**config.mk**
```make
export PLATFORM = sky130hd
export DESIGN_NAME = lfsr_gen_top
export DESIGN_NICKNAME = d
export VERILOG_FILES = /design/src/design/lfsr_pkg.sv /design/src/design/lfsr_gen_top.sv /design/src/design/lfsr_sbox_layer.sv /design/src/design/lfsr_state_reg.sv
export SDC_FILE = /design/constraint.sdc
export NUM_CORES = 1
export LEC_CHECK = 0
export BUFFER_PORTS_ARGS = -buffer_cell sky130_fd_sc_hd__buf_2
export CAP_MARGIN = 0
export CORE_UTILIZATION = 54
export DETAILED_ROUTE_END_ITERATION = 16
export PLACE_DENSITY_LB_ADDON = 0.3
export SKIP_LAST_GASP = 1
export SLEW_MARGIN = 20
export SYNTH_ARGS = -nofsm -noshare
export SYNTH_HDL_FRONTEND = slang
export SYNTH_SLANG_ARGS = --single-unit
export TNS_END_PERCENT = 5
```
**constraint.sdc**
```tcl
create_clock -name clk_i -period 1.75 [get_ports clk_i]
set_input_delay 0.35 -clock clk_i [delete_from_list [all_inputs] [get_ports clk_i]]
set_output_delay 0.35 -clock clk_i [all_outputs]
set_load 0.1 [all_outputs]
```
**src/design/lfsr_pkg.sv**
```systemverilog
// shared widths, polynomial, seed, S-box table and control types for the LFSR word generator
`default_nettype none

package lfsr_pkg;

  ////////////////////////////////////////////////////////////////////////////
  // sizes
  ////////////////////////////////////////////////////////////////////////////

  // state and output word width
  localparam int unsigned LfsrDw    = 32;
  // entropy bits folded into the low end of the state on each step
  localparam int unsigned EntropyDw = 8;
  // one 4-bit S-box per nibble of state
  localparam int unsigned NumSboxes = LfsrDw / 4;
  // enough bits to address any state bit
  localparam int unsigned LfsrIdxDw = 5;

  ////////////////////////////////////////////////////////////////////////////
  // polynomial and seed
  ////////////////////////////////////////////////////////////////////////////

  // Galois feedback taps for 32 bits, msb set so a nonzero state stays nonzero
  localparam logic [LfsrDw-1:0] LfsrCoeffs  = 32'h8020_0003;
  // reset value, also reloaded when the state falls to all-zero
  localparam logic [LfsrDw-1:0] DefaultSeed = 32'h0000_0001;

  // state or output word
  typedef logic [LfsrDw-1:0] lfsr_word_t;

  // controls sampled on every rising edge
  typedef struct packed {
    // load seed_i into the state, wins over stepping
    logic                 seed_en;
    // advance the register by one step
    logic                 step_en;
    // xor'ed into state bits [EntropyDw-1:0] on a step
    logic [EntropyDw-1:0] entropy;
  } lfsr_ctrl_t;

  // what the register does at the next edge
  typedef enum logic [1:0] {
    HOLD,
    LOAD_SEED,
    RESEED,
    SHIFT
  } lfsr_step_e;

  ////////////////////////////////////////////////////////////////////////////
  // non-linear output layer
  ////////////////////////////////////////////////////////////////////////////

  // PRINCE 4-bit S-box, entry 0 in the low nibble
  // in index order: B F 3 2 A C 9 1 6 7 8 0 E 5 D 4
  localparam logic [15:0][3:0] PrinceSbox4 = 64'h4d5e_0876_19ca_23fb;

  // source state bit for S-box input position pos (0 .. LfsrDw-1)
  //
  // state bit j sits in column j / NumSboxes, row j % NumSboxes
  // then the columns are reshuffled so that a plain shift of the state
  // does not just move one S-box input group onto its neighbour
  //   col 0: untouched
  //   col 1: rotated down by half a column
  //   col 2: reversed
  //   col 3: rotated down by one, then reversed
  // S-box input pos reads column pos % 4, row pos / 4
  function automatic logic [LfsrIdxDw-1:0] sbox_src_idx(input int unsigned pos);
    int unsigned col;
    int unsigned row;
    int unsigned src_row;
    col = pos % 4;
    row = pos / 4;
    case (col)
      0: begin
        src_row = row;
      end
      1: begin
        // entry k lands on (k + NumSboxes/2), so row r came from r - NumSboxes/2
        src_row = (row + NumSboxes / 2) % NumSboxes;
      end
      2: begin
        src_row = NumSboxes - 1 - row;
      end
      default: begin
        // rotate by one gives old[r-1], reversing reads that at NumSboxes-1-r
        src_row = (2 * NumSboxes - 2 - row) % NumSboxes;
      end
    endcase
    return LfsrIdxDw'(col * NumSboxes + src_row);
  endfunction

endpackage

`default_nettype wire

```
**src/design/lfsr_gen_top.sv**
```systemverilog
// top of the 32-bit random word generator: state register followed by the S-box output layer
`default_nettype none
`timescale 1ns/1ps

module lfsr_gen_top (
  input  logic                 clk_i,
  input  logic                 rst_ni,
  // seed strobe, step enable and entropy for this cycle
  input  lfsr_pkg::lfsr_ctrl_t ctrl_i,
  // value taken on a seed strobe
  input  lfsr_pkg::lfsr_word_t seed_i,
  // non-linear image of the registered state
  output lfsr_pkg::lfsr_word_t rnd_o
);

  ////////////////////////////////////////////////////////////////////////////
  // datapath
  ////////////////////////////////////////////////////////////////////////////

  // registered LFSR state, feeds only the output layer
  lfsr_pkg::lfsr_word_t state;

  // one register stage
  // controls sampled at an edge show up in state right after it
  lfsr_state_reg u_state_reg (
    .clk_i   (clk_i),
    .rst_ni  (rst_ni),
    .ctrl_i  (ctrl_i),
    .seed_i  (seed_i),
    .state_o (state)
  );

  // purely combinational, so rnd_o moves in the same cycle as state
  // holding step_en low freezes both
  lfsr_sbox_layer u_sbox_layer (
    .state_i (state),
    .rnd_o   (rnd_o)
  );

  ////////////////////////////////////////////////////////////////////////////
  // notes
  ////////////////////////////////////////////////////////////////////////////

  // no handshake
  // the word is valid every cycle once reset is released
  // after reset rnd_o is the S-box image of the default seed

endmodule

`default_nettype wire

```
**src/design/lfsr_sbox_layer.sv**
```systemverilog
// non-linear output layer: permutes the LFSR state into eight PRINCE S-boxes, combinational
`default_nettype none
`timescale 1ns/1ps

module lfsr_sbox_layer (
  input  lfsr_pkg::lfsr_word_t state_i,
  output lfsr_pkg::lfsr_word_t rnd_o
);

  ////////////////////////////////////////////////////////////////////////////
  // permutation sanity
  ////////////////////////////////////////////////////////////////////////////

  // marks every state bit that feeds some S-box input
  function automatic lfsr_pkg::lfsr_word_t src_cover();
    lfsr_pkg::lfsr_word_t mask;
    mask = '0;
    for (int unsigned p = 0; p < lfsr_pkg::LfsrDw; p++) begin
      mask[lfsr_pkg::sbox_src_idx(p)] = 1'b1;
    end
    return mask;
  endfunction

  // all ones when the index map hits each state bit exactly once
  localparam lfsr_pkg::lfsr_word_t SrcCover = src_cover();

  // an index map that drops a state bit would leave entropy unused
  if (SrcCover != '1) begin : gen_perm_err
    $error("S-box input map is not a permutation of the state bits");
  end

  ////////////////////////////////////////////////////////////////////////////
  // S-box array
  ////////////////////////////////////////////////////////////////////////////

  // for a 32-bit word the inputs come out as
  //   sbox0:  0, 12, 23, 30   sbox4:  4,  8, 19, 26
  //   sbox1:  1, 13, 22, 29   sbox5:  5,  9, 18, 25
  //   sbox2:  2, 14, 21, 28   sbox6:  6, 10, 17, 24
  //   sbox3:  3, 15, 20, 27   sbox7:  7, 11, 16, 31
  // so no two adjacent state bits share one S-box and a shift of the
  // state does not just slide one group onto the next
  for (genvar k = 0; k < lfsr_pkg::NumSboxes; k++) begin : gen_sbox

    // nibble gathered from four spread-out state bits
    logic [3:0] sbox_in;

    for (genvar b = 0; b < 4; b++) begin : gen_bit
      // fixed wiring, resolved at elaboration
      localparam logic [lfsr_pkg::LfsrIdxDw-1:0] SrcIdx = lfsr_pkg::sbox_src_idx(4 * k + b);
      assign sbox_in[b] = state_i[SrcIdx];
    end

    // table lookup, lands on the same nibble position it is numbered for
    assign rnd_o[4*k +: 4] = lfsr_pkg::PrinceSbox4[sbox_in];

  end

  ////////////////////////////////////////////////////////////////////////////
  // checks
  ////////////////////////////////////////////////////////////////////////////

  // no clock here, so a deferred form settles once per time step
  // a known state must always give a known word, the table has no gaps
  rnd_known_a : assert final ($isunknown(state_i) || !$isunknown(rnd_o))
    else $error("rnd_o unknown for a known state");

endmodule

`default_nettype wire

```
**src/design/lfsr_state_reg.sv**
```systemverilog
// Galois XOR state register with entropy input, lockup reseed and external seed load
`default_nettype none
`timescale 1ns/1ps

module lfsr_state_reg (
  input  logic                clk_i,
  input  logic                rst_ni,
  input  lfsr_pkg::lfsr_ctrl_t ctrl_i,
  input  lfsr_pkg::lfsr_word_t seed_i,
  output lfsr_pkg::lfsr_word_t state_o
);

  // current and next register value
  lfsr_pkg::lfsr_word_t state_q;
  lfsr_pkg::lfsr_word_t state_d;
  // value after one Galois step from state_q
  lfsr_pkg::lfsr_word_t shift_state;
  // entropy widened to the state width
  lfsr_pkg::lfsr_word_t entropy_ext;
  // feedback taps, live only when the bit shifted out was one
  lfsr_pkg::lfsr_word_t feedback;
  // all-zero state, the only one a XOR LFSR cannot leave on its own
  logic                 lockup;
  // selected update for this cycle
  lfsr_pkg::lfsr_step_e step_sel;

  ////////////////////////////////////////////////////////////////////////////
  // next-state logic
  ////////////////////////////////////////////////////////////////////////////

  assign entropy_ext = {{(lfsr_pkg::LfsrDw - lfsr_pkg::EntropyDw){1'b0}}, ctrl_i.entropy};

  // replicate bit 0 across the taps
  assign feedback = {lfsr_pkg::LfsrDw{state_q[0]}} & lfsr_pkg::LfsrCoeffs;

  // internal xor form, shift right with taps folded in
  assign shift_state = (state_q >> 1) ^ feedback ^ entropy_ext;

  assign lockup = ~(|state_q);

  // seed load first, then reseed out of lockup, then a normal step
  always_comb begin
    if (ctrl_i.seed_en) begin
      step_sel = lfsr_pkg::LOAD_SEED;
    end else if (ctrl_i.step_en && lockup) begin
      step_sel = lfsr_pkg::RESEED;
    end else if (ctrl_i.step_en) begin
      step_sel = lfsr_pkg::SHIFT;
    end else begin
      step_sel = lfsr_pkg::HOLD;
    end
  end

  always_comb begin
    case (step_sel)
      lfsr_pkg::LOAD_SEED: begin
        // a zero seed is taken as is and reseeded on the next step
        state_d = seed_i;
      end
      lfsr_pkg::RESEED: begin
        state_d = lfsr_pkg::DefaultSeed;
      end
      lfsr_pkg::SHIFT: begin
        state_d = shift_state;
      end
      default: begin
        state_d = state_q;
      end
    endcase
  end

  ////////////////////////////////////////////////////////////////////////////
  // state register
  ////////////////////////////////////////////////////////////////////////////

  always_ff @(posedge clk_i or negedge rst_ni) begin
    if (!rst_ni) begin
      state_q <= lfsr_pkg::DefaultSeed;
    end else begin
      state_q <= state_d;
    end
  end

  assign state_o = state_q;

  ////////////////////////////////////////////////////////////////////////////
  // checks
  ////////////////////////////////////////////////////////////////////////////

  // msb of the taps must be set, otherwise a nonzero state can decay to zero
  if (!lfsr_pkg::LfsrCoeffs[lfsr_pkg::LfsrDw-1]) begin : gen_coeff_err
    $error("LFSR polynomial needs its top bit set");
  end

  // reset value must not be the lockup state
  if (lfsr_pkg::DefaultSeed == '0) begin : gen_seed_err
    $error("LFSR default seed must be nonzero");
  end

  // a seed strobe shows up in the state one edge later, step_en or not
  seed_load_a : assert property (@(posedge clk_i) disable iff (!rst_ni)
    ctrl_i.seed_en |=> (state_q == $past(seed_i)))
    else $error("seed_i not loaded into the state");

  // an enabled step taken out of lockup must leave lockup
  lockup_exit_a : assert property (@(posedge clk_i) disable iff (!rst_ni)
    (ctrl_i.step_en && !ctrl_i.seed_en && lockup) |=> !lockup)
    else $error("state stuck at zero after an enabled step");

  // without entropy or seed, a plain step never lands on zero
  no_lockup_a : assert property (@(posedge clk_i) disable iff (!rst_ni)
    (step_sel inside {lfsr_pkg::SHIFT, lfsr_pkg::RESEED} && ctrl_i.entropy == '0)
    |=> !lockup)
    else $error("state entered lockup without external input");

endmodule

`default_nettype wire

```
[Word level (Yosys, flattened, before mapping)]
Memories as Yosys holds them, arrays and structs flattened.
Index checks and enable logic that the tools add are counted.
Cells by class
  add/sub/neg operators: 0
  multipliers: 0
  divide/modulo/power cells: 0
  magnitude comparators: 8
  eq/ne operators: 3
  shifts and indexed selects: 0
  muxes and demuxes: 12
  bitwise operators: 3
  reduce and logical (&&, ||, !) cells: 3
Operator list (count)
  32-bit one-hot mux with 3 select lines: 1
  4-bit by 5-bit less-than comparator with 1-bit output (second input constant): 8
  4-bit two-way mux: 8
  32-bit OR reduction: 1
  31-bit by 32-bit XOR with 32-bit output: 1
  32-bit by 8-bit XOR with 32-bit output: 1
  2-bit two-way mux: 3
  2-bit == test (second input constant): 2
  3-bit nonzero test: 1
  2-bit by 1-bit == test with 1-bit output (second input constant): 1
  1-bit logical AND: 1
  1-bit inverter: 1
Storage, ports and cells
  flip-flop bits (word level): 32
  latch bits: 0
  bits in writable memories: 0
  ROM bits: 512
  input bits: 44
  word-level logic and storage cells: 38
  memories kept: 8
Memories
  (no name shown): depth 16, width 4, read ports 1, clocked after memory_dff 0, write ports 0, line lfsr_sbox_layer.sv:55  | assign rnd_o[4*k +: 4] = lfsr_pkg::PrinceSbox4[sbox_in];
  (no name shown): depth 16, width 4, read ports 1, clocked after memory_dff 0, write ports 0, line lfsr_sbox_layer.sv:55
  (no name shown): depth 16, width 4, read ports 1, clocked after memory_dff 0, write ports 0, line lfsr_sbox_layer.sv:55
  (no name shown): depth 16, width 4, read ports 1, clocked after memory_dff 0, write ports 0, line lfsr_sbox_layer.sv:55
  (no name shown): depth 16, width 4, read ports 1, clocked after memory_dff 0, write ports 0, line lfsr_sbox_layer.sv:55
  (no name shown): depth 16, width 4, read ports 1, clocked after memory_dff 0, write ports 0, line lfsr_sbox_layer.sv:55
  2 more memories

[Depth between registers and ports, before layout]
Gate-level depths: netlist of the first run.
  depth after elaboration: 7
  mapped depth: 5
  gate-level depth less buffers: 5

[Cells and area by module]
From an unflattened synthesis of the first run, not the netlist that was laid out.
Second synthesis, totals
  cell total of the unflattened synthesis: 323
  area total of the unflattened synthesis: 2802.7 um2
By module, submodules not included
  lfsr_state_reg: instances 1, cells each 165, area an instance 1646.6 um2, sequential area each 802.0 um2
  lfsr_sbox_layer: instances 1, cells each 158, area an instance 1156.1 um2, sequential area each 0.0 um2

[Least setup slack after synthesis of the first run]
OpenSTA, ideal clock, no wires.
  path type: reg2out
  from: register u_state_reg.state_q[0] (netlist: u_state_reg.state_o[0])
  to: output port rnd_o[0]
  arrival: 2.482 ns
  path slack: -1.082 ns
  stages on the path, launching flop included: 5
  path buffers: 0
  path through: dfstp_2 inv_1 ha_1 mux2i_1 a21oi_1
On the way
  word-level cells in the longest chain between the ends: 2
RTL lines
  start, declared: line lfsr_state_reg.sv:14  | lfsr_pkg::lfsr_word_t state_q;
  start signal, assigned: line lfsr_state_reg.sv:78  | state_q <= lfsr_pkg::DefaultSeed;
  start signal, assigned: line lfsr_state_reg.sv:80  | state_q <= state_d;
  memory read 16 x 4 bit
  4-bit two-way mux (not written as such): line lfsr_sbox_layer.sv:55
  end, declared: line lfsr_gen_top.sv:13  | output lfsr_pkg::lfsr_word_t rnd_o
Every way passes these cells. The select of a mux whose other input is x is not followed.

[Final worst setup path of the first run]
  from: register u_state_reg.state_q[3] (netlist: u_state_reg.state_o[3])
  to: output port rnd_o[12]
Same word-level chain as after synthesis.

==> impl_results.md, run 1 <==
- Reg2reg setup slack: -120 ps
- Ys Warns: 0
- Reg-to-reg endpoint: u_state_reg.state_o[6]
- Ports: 76
- Final setup vio count: 42
- Static Leakage: 2.15 nW
- Clock root cell: clkbuf_8
- Area contributors post-synth: dfrtp_1, ha_1, mux2i_1, a21oi_1, nor2_1
- Wirelength per Cell: 17.8 um
- Clock buffer depth: 2
- Filler cells: 263
- 1st-iter DRT viols: 256
- Minimum clock period: 2170 ps
- #FFs+latches synth: 32
- Vias: 3,035
- Critical path launch point type: flop
- Sw power: 2.25 mW
- Failing checks: negative setup slack
- Comb pwr share: 64.9%
- Crit-path cells: buf_4, ha_1, a211oi_1, a21oi_4, buf_12
- Sw Share: 50.1%
- Post-synth top flop: dfrtp_1
- Antenna fix cells: 0
- Max_slew headroom: 68.6%
- Worst hold-check path type: input pin to asynchronous set/reset pin
- Worst reg2reg startpoint: u_state_reg.state_o[0]
- Initial antenna violation count: 0
- Peak VDD IR: 719 uV
- Site row count: 26
- Max-Cap Viols: 0
- Die span in y: 74.4 um
- First-pass GRT wire length: 13,400 um
- Clock slew at reported path FFs: 70 ps
- Total Routed Length: 9300 um
- Worst Setup Path Type: flop to output pin
- Placed insts: 513
- Largest net degree at the start of global routing: 33
- Port bufs: 75
- CTS Sinks: 32
- Die footprint: 5540 um^2
- Worst-margin pin slew: 471 ps
- Area Growth Syn to Fin: 54.1%
- Mean Syn Cell Area: 8.69 um^2
- Synth unique cells: 28
- WP data required: 1400 ps
- Final Skew: 7.35 ps
- Net count, final: 530
- Seq pwr share: 21.3%
- Antenna Violating Nets Remaining: 0
- Die X: 74.4 um
- Worst Reg-to-Reg Cells: 8
- Syn nets: 403
- Clk pwr share: 13.8%
- HPWL Detailed: 6040 um
- Worst setup endpoint: rnd_o[12]
- Critical path fanouts, max: 4
- Worst path max stage delay: 460 ps
- Vias per cell: 5.79
- Final setup TNS: -7160 ps
- Final non-filler cell total: 524
- RSZ-0062 raised after global routing: yes
- Drt first pass iters: 6
- Hold Vio Cnt, Final: 0
- Max Freq: 460 MHz
- Gpl congestion: 0.893
- CTS Buf Count: 5
- Area leader, netlist: dfrtp_1
- CTS H-tree lvls: 2
- Critical Path AT: 1820 ps
- Top cell type's share of synthesized area: 27.4%
- Pwr Density: 1030 nW/um^2
- Internal power: 2.25 mW
- Share of cells above drive strength 1: 45.6%
- Core Util, Final: 86.0%
- CTS tree: built
- Min setup slack post-route: -425 ps
- Critical path endpoint category: output pin
- Slowest CP cell: dfrtp_2
- Synth async-reset ratio: 100%
- Vias in the first global route: 2,884
- Max Slew Vio Count: 0
- Core Area: 5070 um^2
- Post-synth EDFFs: 0
- Residual DRC: 0
- Final period utilization: 124%
- Largest register FFs: 32
- Netlist Area Pre-Place: 2830 um^2
- GRT Total Usage: 32.0%
- Post-synthesis sequential area ratio: 28.3%
- Crit path launch: u_state_reg.state_o[3]
- Status: complete, but fails checks
- Gr ovfl total: 0
- Cells after Synth: 326
- Initial core utilization: 55.8%
- Latest clock arrival within the worst-skew pair: 290 ps
-- power by group through the flow --
| stage | Combinational [mW] | Sequential (mW) | Clock, mW |
|---|---|---|---|
| after floorplan | 1.86 | 0.909 | 0 |
| after global placement | 2.72 | 0.945 | 0 |
| after detailed placement | 2.77 | 0.954 | 0 |
| after CTS | 2.83 | 0.943 | 0.622 |
| after global routing | 3.04 | 0.967 | 0.656 |
| final | 2.92 | 0.957 | 0.621 |
-- what timing repair did --
| item | in CTS | in global routing |
|---|---|---|
| pin swaps | 3 | 5 |
| hold endpoints to repair | 0 | 0 |
| hold buffers | 0 | 0 |
| setup buffers | 1 | 2 |
| resized for setup | 8 | 29 |
| setup endpoints to repair | 36 | 42 |
-- kinds of logic after synthesis --
family / after synthesis / synth area share (%)
fa+ha+maj: 33 / 14.6
compound gates: 82 / 18.3
flops: 32 / 28.3
simple gates: 86 / 14.6
buf+inv: 53 / 10.6
xor+xnor: 10 / 3.09
mux: 30 / 10.6
-- worst max-delay path, delay by kind of cell (launching register included) --
kind                       cells  cell delay [ps]
buffers and inverters          2              340
adders and majority gates      1              230
DFF                            1              460
AOI/OAI and AO/OA              2              510
-- area by class of cell --
class / count / area [um^2] / share of cell area, %
Multi-Input combinational cell: 241 / 1940 / 44.5
Timing Repair Buffer: 148 / 1350 / 30.8
Sequential cell: 32 / 806 / 18.5
Inverter: 25 / 93.8 / 2.15
Clock buffer: 8 / 90.1 / 2.06
Tap cell: 70 / 87.6 / 2.01
-- how the worst min path moves through the flow --
stage	endpoint	from	depth (start not counted)	slack (ps)
final	u_state_reg.state_o[18]	rst_ni	2	90
after floorplan	u_state_reg.state_o[10]	rst_ni	0	50
after detailed placement	u_state_reg.state_o[25]	rst_ni	2	410
after global placement	u_state_reg.state_o[18]	rst_ni	2	410
after global routing	u_state_reg.state_o[25]	rst_ni	2	130
after CTS	u_state_reg.state_o[25]	rst_ni	2	100
-- cells in the mapped netlist (9+ instances only) --
library cell / number
o31ai_1: 9
nor2_1: 32
o21ai_0: 22
nand2_1: 30
ha_1: 33
nor3_1: 10
a21oi_1: 26
dfrtp_1: 31
inv_1: 25
clkbuf_1: 9
xnor2_1: 9
mux2i_1: 30
-- metrics by stage --
| stage | cell area (um^2) | setup slack, ps | power (mW) | hold slack, ps |
|---|---|---|---|---|
| 5_1_grt | 4370 | -473 | 4.66 | 125 |
| 6_report | 4370 | -425 | 4.50 | 93.1 |
| 3_5_place_dp | 4140 | -216 | 3.72 | 412 |
| 3_3_place_gp | 4140 | -148 | 3.66 | 409 |
| 2_1_floorplan | 2990 | -190 | 2.77 | 54.4 |
| 4_1_cts | 4270 | -407 | 4.39 | 100 |
-- routing by layer --
metal | wire length (um) | GRT usage (%) | up-vias
met5 | 0 | 0 | -
li1 | - | - | 1369
met3 | 515 | 6.23 | 33
met1 | 3580 | 38.3 | 1482
met4 | 244 | 14.0 | 0
met2 | 4960 | 55.6 | 151
-- placed cells by master, fill, tap and decap left out --
| cell type | instances |
|---|---|
| buf_4 | 77 |
| buf_2 | 43 |
| mux2i_1 | 30 |
| nand2_1 | 30 |
| dfrtp_1 | 28 |
| ha_1 | 27 |
| buf_12 | 27 |
| inv_1 | 22 |
| nor2_1 | 22 |
| o21ai_0 | 22 |
| nor2_2 | 10 |
| nor3_1 | 10 |
| a21oi_1 | 10 |
| a21oi_4 | 9 |
| xnor2_1 | 9 |
| o31ai_1 | 9 |
| a21o_1 | 8 |
| a21oi_2 | 7 |
| a211oi_1 | 6 |
| clkbuf_8 | 6 |
| nor3_2 | 5 |
| a221o_1 | 4 |
| a221o_2 | 4 |
| inv_2 | 3 |
| nand4_1 | 3 |
| ha_4 | 3 |
| ha_2 | 3 |
| dfrtp_2 | 3 |
| a211oi_2 | 2 |
| nor3_4 | 2 |
| nor3b_1 | 2 |
| clkbuf_1 | 2 |
| nor4_1 | 1 |
| or2b_2 | 1 |
| xor2_1 | 1 |
| o31a_1 | 1 |
| buf_6 | 1 |
| dfstp_2 | 1 |
Power figures use the tool's default switching activity.
==> inputs of run 2 (changes only) <==
--- a/config.mk
+++ b/config.mk
@@ -10,7 +10,6 @@
 export CORE_UTILIZATION = 54
 export DETAILED_ROUTE_END_ITERATION = 16
 export PLACE_DENSITY_LB_ADDON = 0.3
-export SKIP_LAST_GASP = 1
 export SLEW_MARGIN = 20
 export SYNTH_ARGS = -nofsm -noshare
 export SYNTH_HDL_FRONTEND = slang
==> impl_results.md, run 2 (synthesis results as in run 1) <==
- GRT Total Usage: 39.2% (+7.2 points)
- Critical Path AT: 1870 ps (+50 ps)
- Vias: 3,240 (+6.8%)
- Core Area: 5070 um^2 (unchanged)
- Critical path fanouts, max: 3 (-1)
- Worst Reg-to-Reg Cells: 8 (unchanged)
- Worst Setup Path Type: flop to output pin
- Clock buffer depth: 2 (unchanged)
- Share of cells above drive strength 1: 56.6% (+11 points)
- 1st-iter DRT viols: 338 (+32%)
- Largest register FFs: 32 (unchanged)
- Pwr Density: 1030 nW/um^2 (+0.25%)
- Ports: 76 (unchanged)
- Max_slew headroom: 68.7% (+0.12 points)
- CTS H-tree lvls: 2 (unchanged)
- Drt first pass iters: 5 (-1)
- Status: complete, but fails checks
- Final non-filler cell total: 522 (-0.38%)
- CTS Buf Count: 5 (unchanged)
- # hold bufs at CTS: 0 (unchanged)
- Clock root cell: clkbuf_8
- Clock slew at reported path FFs: 80 ps (about the same)
- Gpl congestion: 0.893 (unchanged)
- RSZ-0062 raised after global routing: yes
- Total Routed Length: 11,100 um (+20%)
- Reg2reg setup slack: -100 ps (+20 ps)
- Worst hold-check path type: input pin to asynchronous set/reset pin
- Vias per cell: 6.21 (+7.2%)
- Hold Vio Cnt, Final: 0 (unchanged)
- Net count, final: 528 (-0.38%)
- Hold WS: 79.0 ps (-14.1 ps)
- CTS Sinks: 32 (unchanged)
- Wirelength per Cell: 21.3 um (+20%)
- Vias in the first global route: 3,253 (+13%)
- WP data required: 1400 ps (about the same)
- Largest net degree at the start of global routing: 33 (unchanged)
- Max Slew Vio Count: 0 (unchanged)
- Placed insts: 513 (unchanged)
- Latest clock arrival within the worst-skew pair: 300 ps (about the same)
- Antenna Violating Nets Remaining: 0 (unchanged)
- Commonest non-fill, non-tap cell in the layout: buf_4
- Antenna fix cells: 0 (unchanged)
- Placed Instance Area: 4140 um^2 (unchanged)
- First-pass GRT wire length: 16,000 um (+20%)
- Final setup vio count: 41 (-2.4%)
- Die span in y: 74.4 um (unchanged)
- Worst-margin pin slew: 470 ps (-1.77 ps)
- Die X: 74.4 um (unchanged)
- Worst reg2reg startpoint: u_state_reg.state_o[0]
- Die footprint: 5540 um^2 (unchanged)
- Critical path launch point type: flop
- CTS tree: built
- Peak VDD IR: 830 uV (+15%)
- Max-Cap Viols: 0 (unchanged)
- Minimum clock period: 2220 ps (+41.4 ps)
- Final setup TNS: -6300 ps (+859 ps)
- Final instance area: 4560 um^2 (+4.5%)
- Port bufs: 75 (unchanged)
- Failing checks: negative setup slack
- Gr ovfl total: 0 (unchanged)
- Max Freq: 451 MHz (-1.9%)
- HPWL Detailed: 6040 um (unchanged)
- Site row count: 26 (unchanged)
- Residual DRC: 0 (unchanged)
- Final period utilization: 127% (+2.4 points)
- Final Skew: 6.55 ps (-0.805 ps)
- Reg-to-reg endpoint: u_state_reg.state_o[6]
- Most frequent cells in the layout: buf_4, buf_2, nand2_1
- Initial antenna violation count: 0 (unchanged)
- Area Growth Syn to Fin: 61.0%
- Critical path endpoint category: output pin
- Min setup slack post-route: -466 ps (-41.4 ps)
- Static Leakage: 2.14 nW (-0.31%)
- Initial core utilization: 55.8% (unchanged)
==> run 2: metrics by stage <==
stage	worst slack (ps)	utilization, %	total power, mW
after detailed placement	-216	81.7	3.72
after CTS	-407	88.1	4.54
final	-466	89.9	4.71
after global routing	-477	89.9	4.85
after global placement	-148	81.7	3.66
after floorplan	-190	-	2.77
==> run 2: repair_timing <==
item / CTS / global route
pin swaps: 23 / 13
resized for setup: 69 / 26
setup endpoints to repair: 36 / 42
setup buffers: 1 / 0
==> run 2: how the worst max path moves through the flow <==
stage,startpoint,end,slack [ps]
after floorplan,u_state_reg.state_o[0],rnd_o[2],-190
after global placement,u_state_reg.state_o[0],rnd_o[3],-150
after detailed placement,u_state_reg.state_o[0],rnd_o[3],-220
after CTS,u_state_reg.state_o[0],rnd_o[3],-410
after global routing,u_state_reg.state_o[0],rnd_o[3],-480
final,u_state_reg.state_o[0],rnd_o[3],-470
==> run 2: metal layers <==
metal	global-route usage (%)	share of wire, %
met5	0	0
met1	46.6	38
met3	9.62	8.0
met2	64.6	50
met4	22.6	4.7
==> run 2: area by class of cell <==
| cell class | instances | area (um^2) |
|---|---|---|
| clock buffers | 8 | 90.1 |
| fillers | 206 | 512 |
| inverters | 25 | 98.8 |
| multi-input cells | 241 | 2120 |
| flip-flops and latches | 32 | 817 |
| well taps | 70 | 87.6 |
| repair buffers | 146 | 1350 |
==> run 2: report_power, final <==
group          leakage [nW]  switching (mW)  total [mW]  internal, mW
Clock                0.0455           0.314       0.636         0.322
Sequential            0.374           0.156       0.986         0.830
Combinational          1.72            1.93        3.09          1.17
==> run 2: critical path, cell delays in order, from the launching register on <==
cell and delay [ps]:
dfstp_2 610, inv_4 60, ha_4 160, a21o_1 180, a221o_2 380, buf_12 180
==> inputs of run 3 (changes only) <==
==> constraint.sdc (replaced) <==
create_clock -name clk_i -period 2.38 [get_ports clk_i]
set_input_delay 0.476 -clock clk_i [delete_from_list [all_inputs] [get_ports clk_i]]
set_output_delay 0.476 -clock clk_i [all_outputs]
set_load 0.1 [all_outputs]
==> impl_results.md, run 3 (synthesis results as in run 1) <==
- Status: finished, final reports clean
- CTS Sinks: 32 (unchanged)
- Port bufs: 75 (unchanged)
- Crit path launch: u_state_reg.state_o[0]
- Worst-margin pin slew: 725 ps (+255 ps)
- Critical path launch point type: flop
- Ports: 76 (unchanged)
- Vias in the first global route: 2,166 (-33%)
- Max Slew Vio Count: 0 (unchanged)
- Final Skew: 2.80 ps (-3.74 ps)
- Final setup TNS: 0 ps (+6300 ps)
- Latest clock arrival within the worst-skew pair: 270 ps (-30 ps)
- DR top layer: met4
- Multi-input gate area: 1740 um^2 (-18%)
- Final non-filler cell total: 454 (-13%)
- Initial antenna violation count: 0 (unchanged)
- Seq pwr share: 28.9% (+8.0 points)
- Clock root cell: clkbuf_8
- Commonest non-fill, non-tap cell in the layout: buf_2
- Gr ovfl total: 0 (unchanged)
- WP depth: 5 (unchanged)
- Sw Share: 54.4% (+3.5 points)
- Pwr Density: 800 nW/um^2 (-23%)
- Hold Vio Cnt, Final: 0 (unchanged)
- Largest delay share family, worst path: flip-flops
- Clock buffer depth: 2 (unchanged)
- CTS tree: built
- 1st-iter DRT viols: 146 (-57%)
- Min setup slack post-route: 7.41 ps (+473 ps)
- Antenna fix cells: 0 (unchanged)
- Largest net degree at the start of global routing: 66 (+100%)
- Total Routed Length: 6460 um (-42%)
- Hold WS: 255 ps (+176 ps)
- Largest register FFs: 32 (unchanged)
- Worst hold-check path type: input pin to asynchronous set/reset pin
- Die span in y: 74.4 um (unchanged)
- First-pass GRT wire length: 10,200 um (-36%)
- RSZ-0062 raised after global routing: yes
- Peak VDD IR: 497 uV (-40%)
- Final setup vio count: 0 (-100%)
- CTS Buf Count: 5 (unchanged)
- Area Growth Syn to Fin: 15.5%
- Initial core utilization: 55.8% (unchanged)
- Critical Path AT: 1900 ps (+30 ps)
- Crit-path cells: inv_1, ha_1, a21o_1, a221o_1, buf_6
- Critical path endpoint category: output pin
- GRT Total Usage: 24.3% (-15 points)
- Wirelength per Cell: 14.2 um (-33%)
- Worst path max stage delay: 600 ps (about the same)
- Critical path fanouts, max: 6 (+3)
- Max-Cap Viols: 0 (unchanged)
- Static Leakage: 1.64 nW (-24%)
- Reg-to-reg endpoint: u_state_reg.state_o[2]
- Internal power: 1.20 mW (-48%)
- Net count, final: 460 (-13%)
- Most frequent cells in the layout: buf_2, ha_1, nor2_1
- Die X: 74.4 um (unchanged)
- Max Freq: 421 MHz
- Minimum clock period: 2370 ps
- Clock slew at reported path FFs: 60 ps (-20 ps)
- Sw power: 1.42 mW (-41%)
- DP Worst Slack: 240 ps (+456 ps)
- CTS H-tree lvls: 2 (unchanged)
- Met1 WL: 3050 um (-27%)
- Drt first pass iters: 4 (-1)
- CP Buf/Inv Count: 2 (unchanged)
- Clk pwr share: 16.4% (+2.9 points)
- Final period utilization: 99.7%
- Worst Setup Path Type: flop to output pin
- Worst Reg-to-Reg Cells: 4 (-4)
- Vias: 2,475 (-24%)
- Antenna Violating Nets Remaining: 0 (unchanged)
- Filler cells: 472 (+130%)
- Worst setup endpoint: rnd_o[3]
- Site row count: 26 (unchanged)
- Reg2reg setup slack: 660 ps (+760 ps)
- Die footprint: 5540 um^2 (unchanged)
- HPWL Detailed: 4670 um (-23%)
- Gpl congestion: 0.882 (-1.2%)
- Metal2 WL: 3020 um (-45%)
- Vias per cell: 5.45 (-12%)
- Max_slew headroom: 51.7% (-17 points)
- # hold bufs at CTS: 0 (unchanged)
- WP data required: 1900 ps (+500 ps)
- Comb pwr share: 54.7% (-11 points)
- Residual DRC: 0 (unchanged)
- Slowest CP cell: dfstp_2
- Core Area: 5070 um^2 (unchanged)
- FF/Latch Area: 813 um^2 (-0.46%)
- Share of cells above drive strength 1: 27.1% (-30 points)
- Worst reg2reg startpoint: u_state_reg.state_o[6]
- Placed insts: 446 (-13%)
- Routed met3 length: 292 um (-67%)
-- run 3: cell count changes in the layout (fill, tap and decap cells not counted), moves of 8 or more --
| cell | previous run | this run |
|---|---|---|
| a21oi_1 | 10 | 25 |
| a21oi_4 | 9 | 0 |
| buf_12 | 26 | 2 |
| buf_2 | 43 | 65 |
| buf_4 | 68 | 6 |
| buf_6 | 9 | 1 |
| ha_1 | 20 | 33 |
| inv_1 | 13 | 25 |
| inv_2 | 10 | 0 |
| nor2_1 | 15 | 32 |
| nor2_2 | 17 | 0 |
-- run 3: area by class of cell --
type                       instances  share of cell area [%]
timing repair buffer              78                    13.8
inverter                          25                    2.87
multi-input combinational        241                    53.1
tap                               70                    2.68
sequential                        32                    24.8
clock buffer                       8                    2.75
-- run 3: stage by stage --
stage / power, mW / area, um^2 / util [%]
after CTS: 2.61 / 3250 / 64.0
after global placement: 2.14 / 3150 / 62.0
after global routing: 2.75 / 3270 / 64.5
after floorplan: 1.95 / 2840 / -
final: 2.62 / 3270 / 64.5
after detailed placement: 2.17 / 3150 / 62.0
-- run 3: per-layer routing --
layer,global-route usage [%],up-vias
li1,-,1240
met4,7.13,0
met3,3.52,10
met2,37.9,78
met5,0,-
met1,35.1,1147
-- run 3: how the worst min path moves through the flow --
stage	startpoint	end	slack (ps)	cells past startpoint
detailed placement	rst_ni	u_state_reg.state_o[29]	580	1
CTS	rst_ni	u_state_reg.state_o[29]	280	1
floorplan	rst_ni	u_state_reg.state_o[10]	180	0
global placement	rst_ni	u_state_reg.state_o[29]	570	1
finish	rst_ni	u_state_reg.state_o[22]	260	1
global route	rst_ni	u_state_reg.state_o[22]	300	1
-- run 3: power groups by stage --
stage          clock (mW)  sequential [mW]  combinational (mW)
3_3_place_gp            0            0.752                1.39
5_1_grt             0.466            0.771                1.52
6_report            0.431            0.757                1.43
2_1_floorplan           0            0.668                1.28
4_1_cts             0.435            0.750                1.42
3_5_place_dp            0            0.759                1.41
-- run 3: repair_timing --
action | 4_1_cts | 5_1_grt
cloned | 0 | 0
endpoints found under the setup margin | 3 | 13
buffers inserted | 0 | 0
resized for setup | 4 | 17
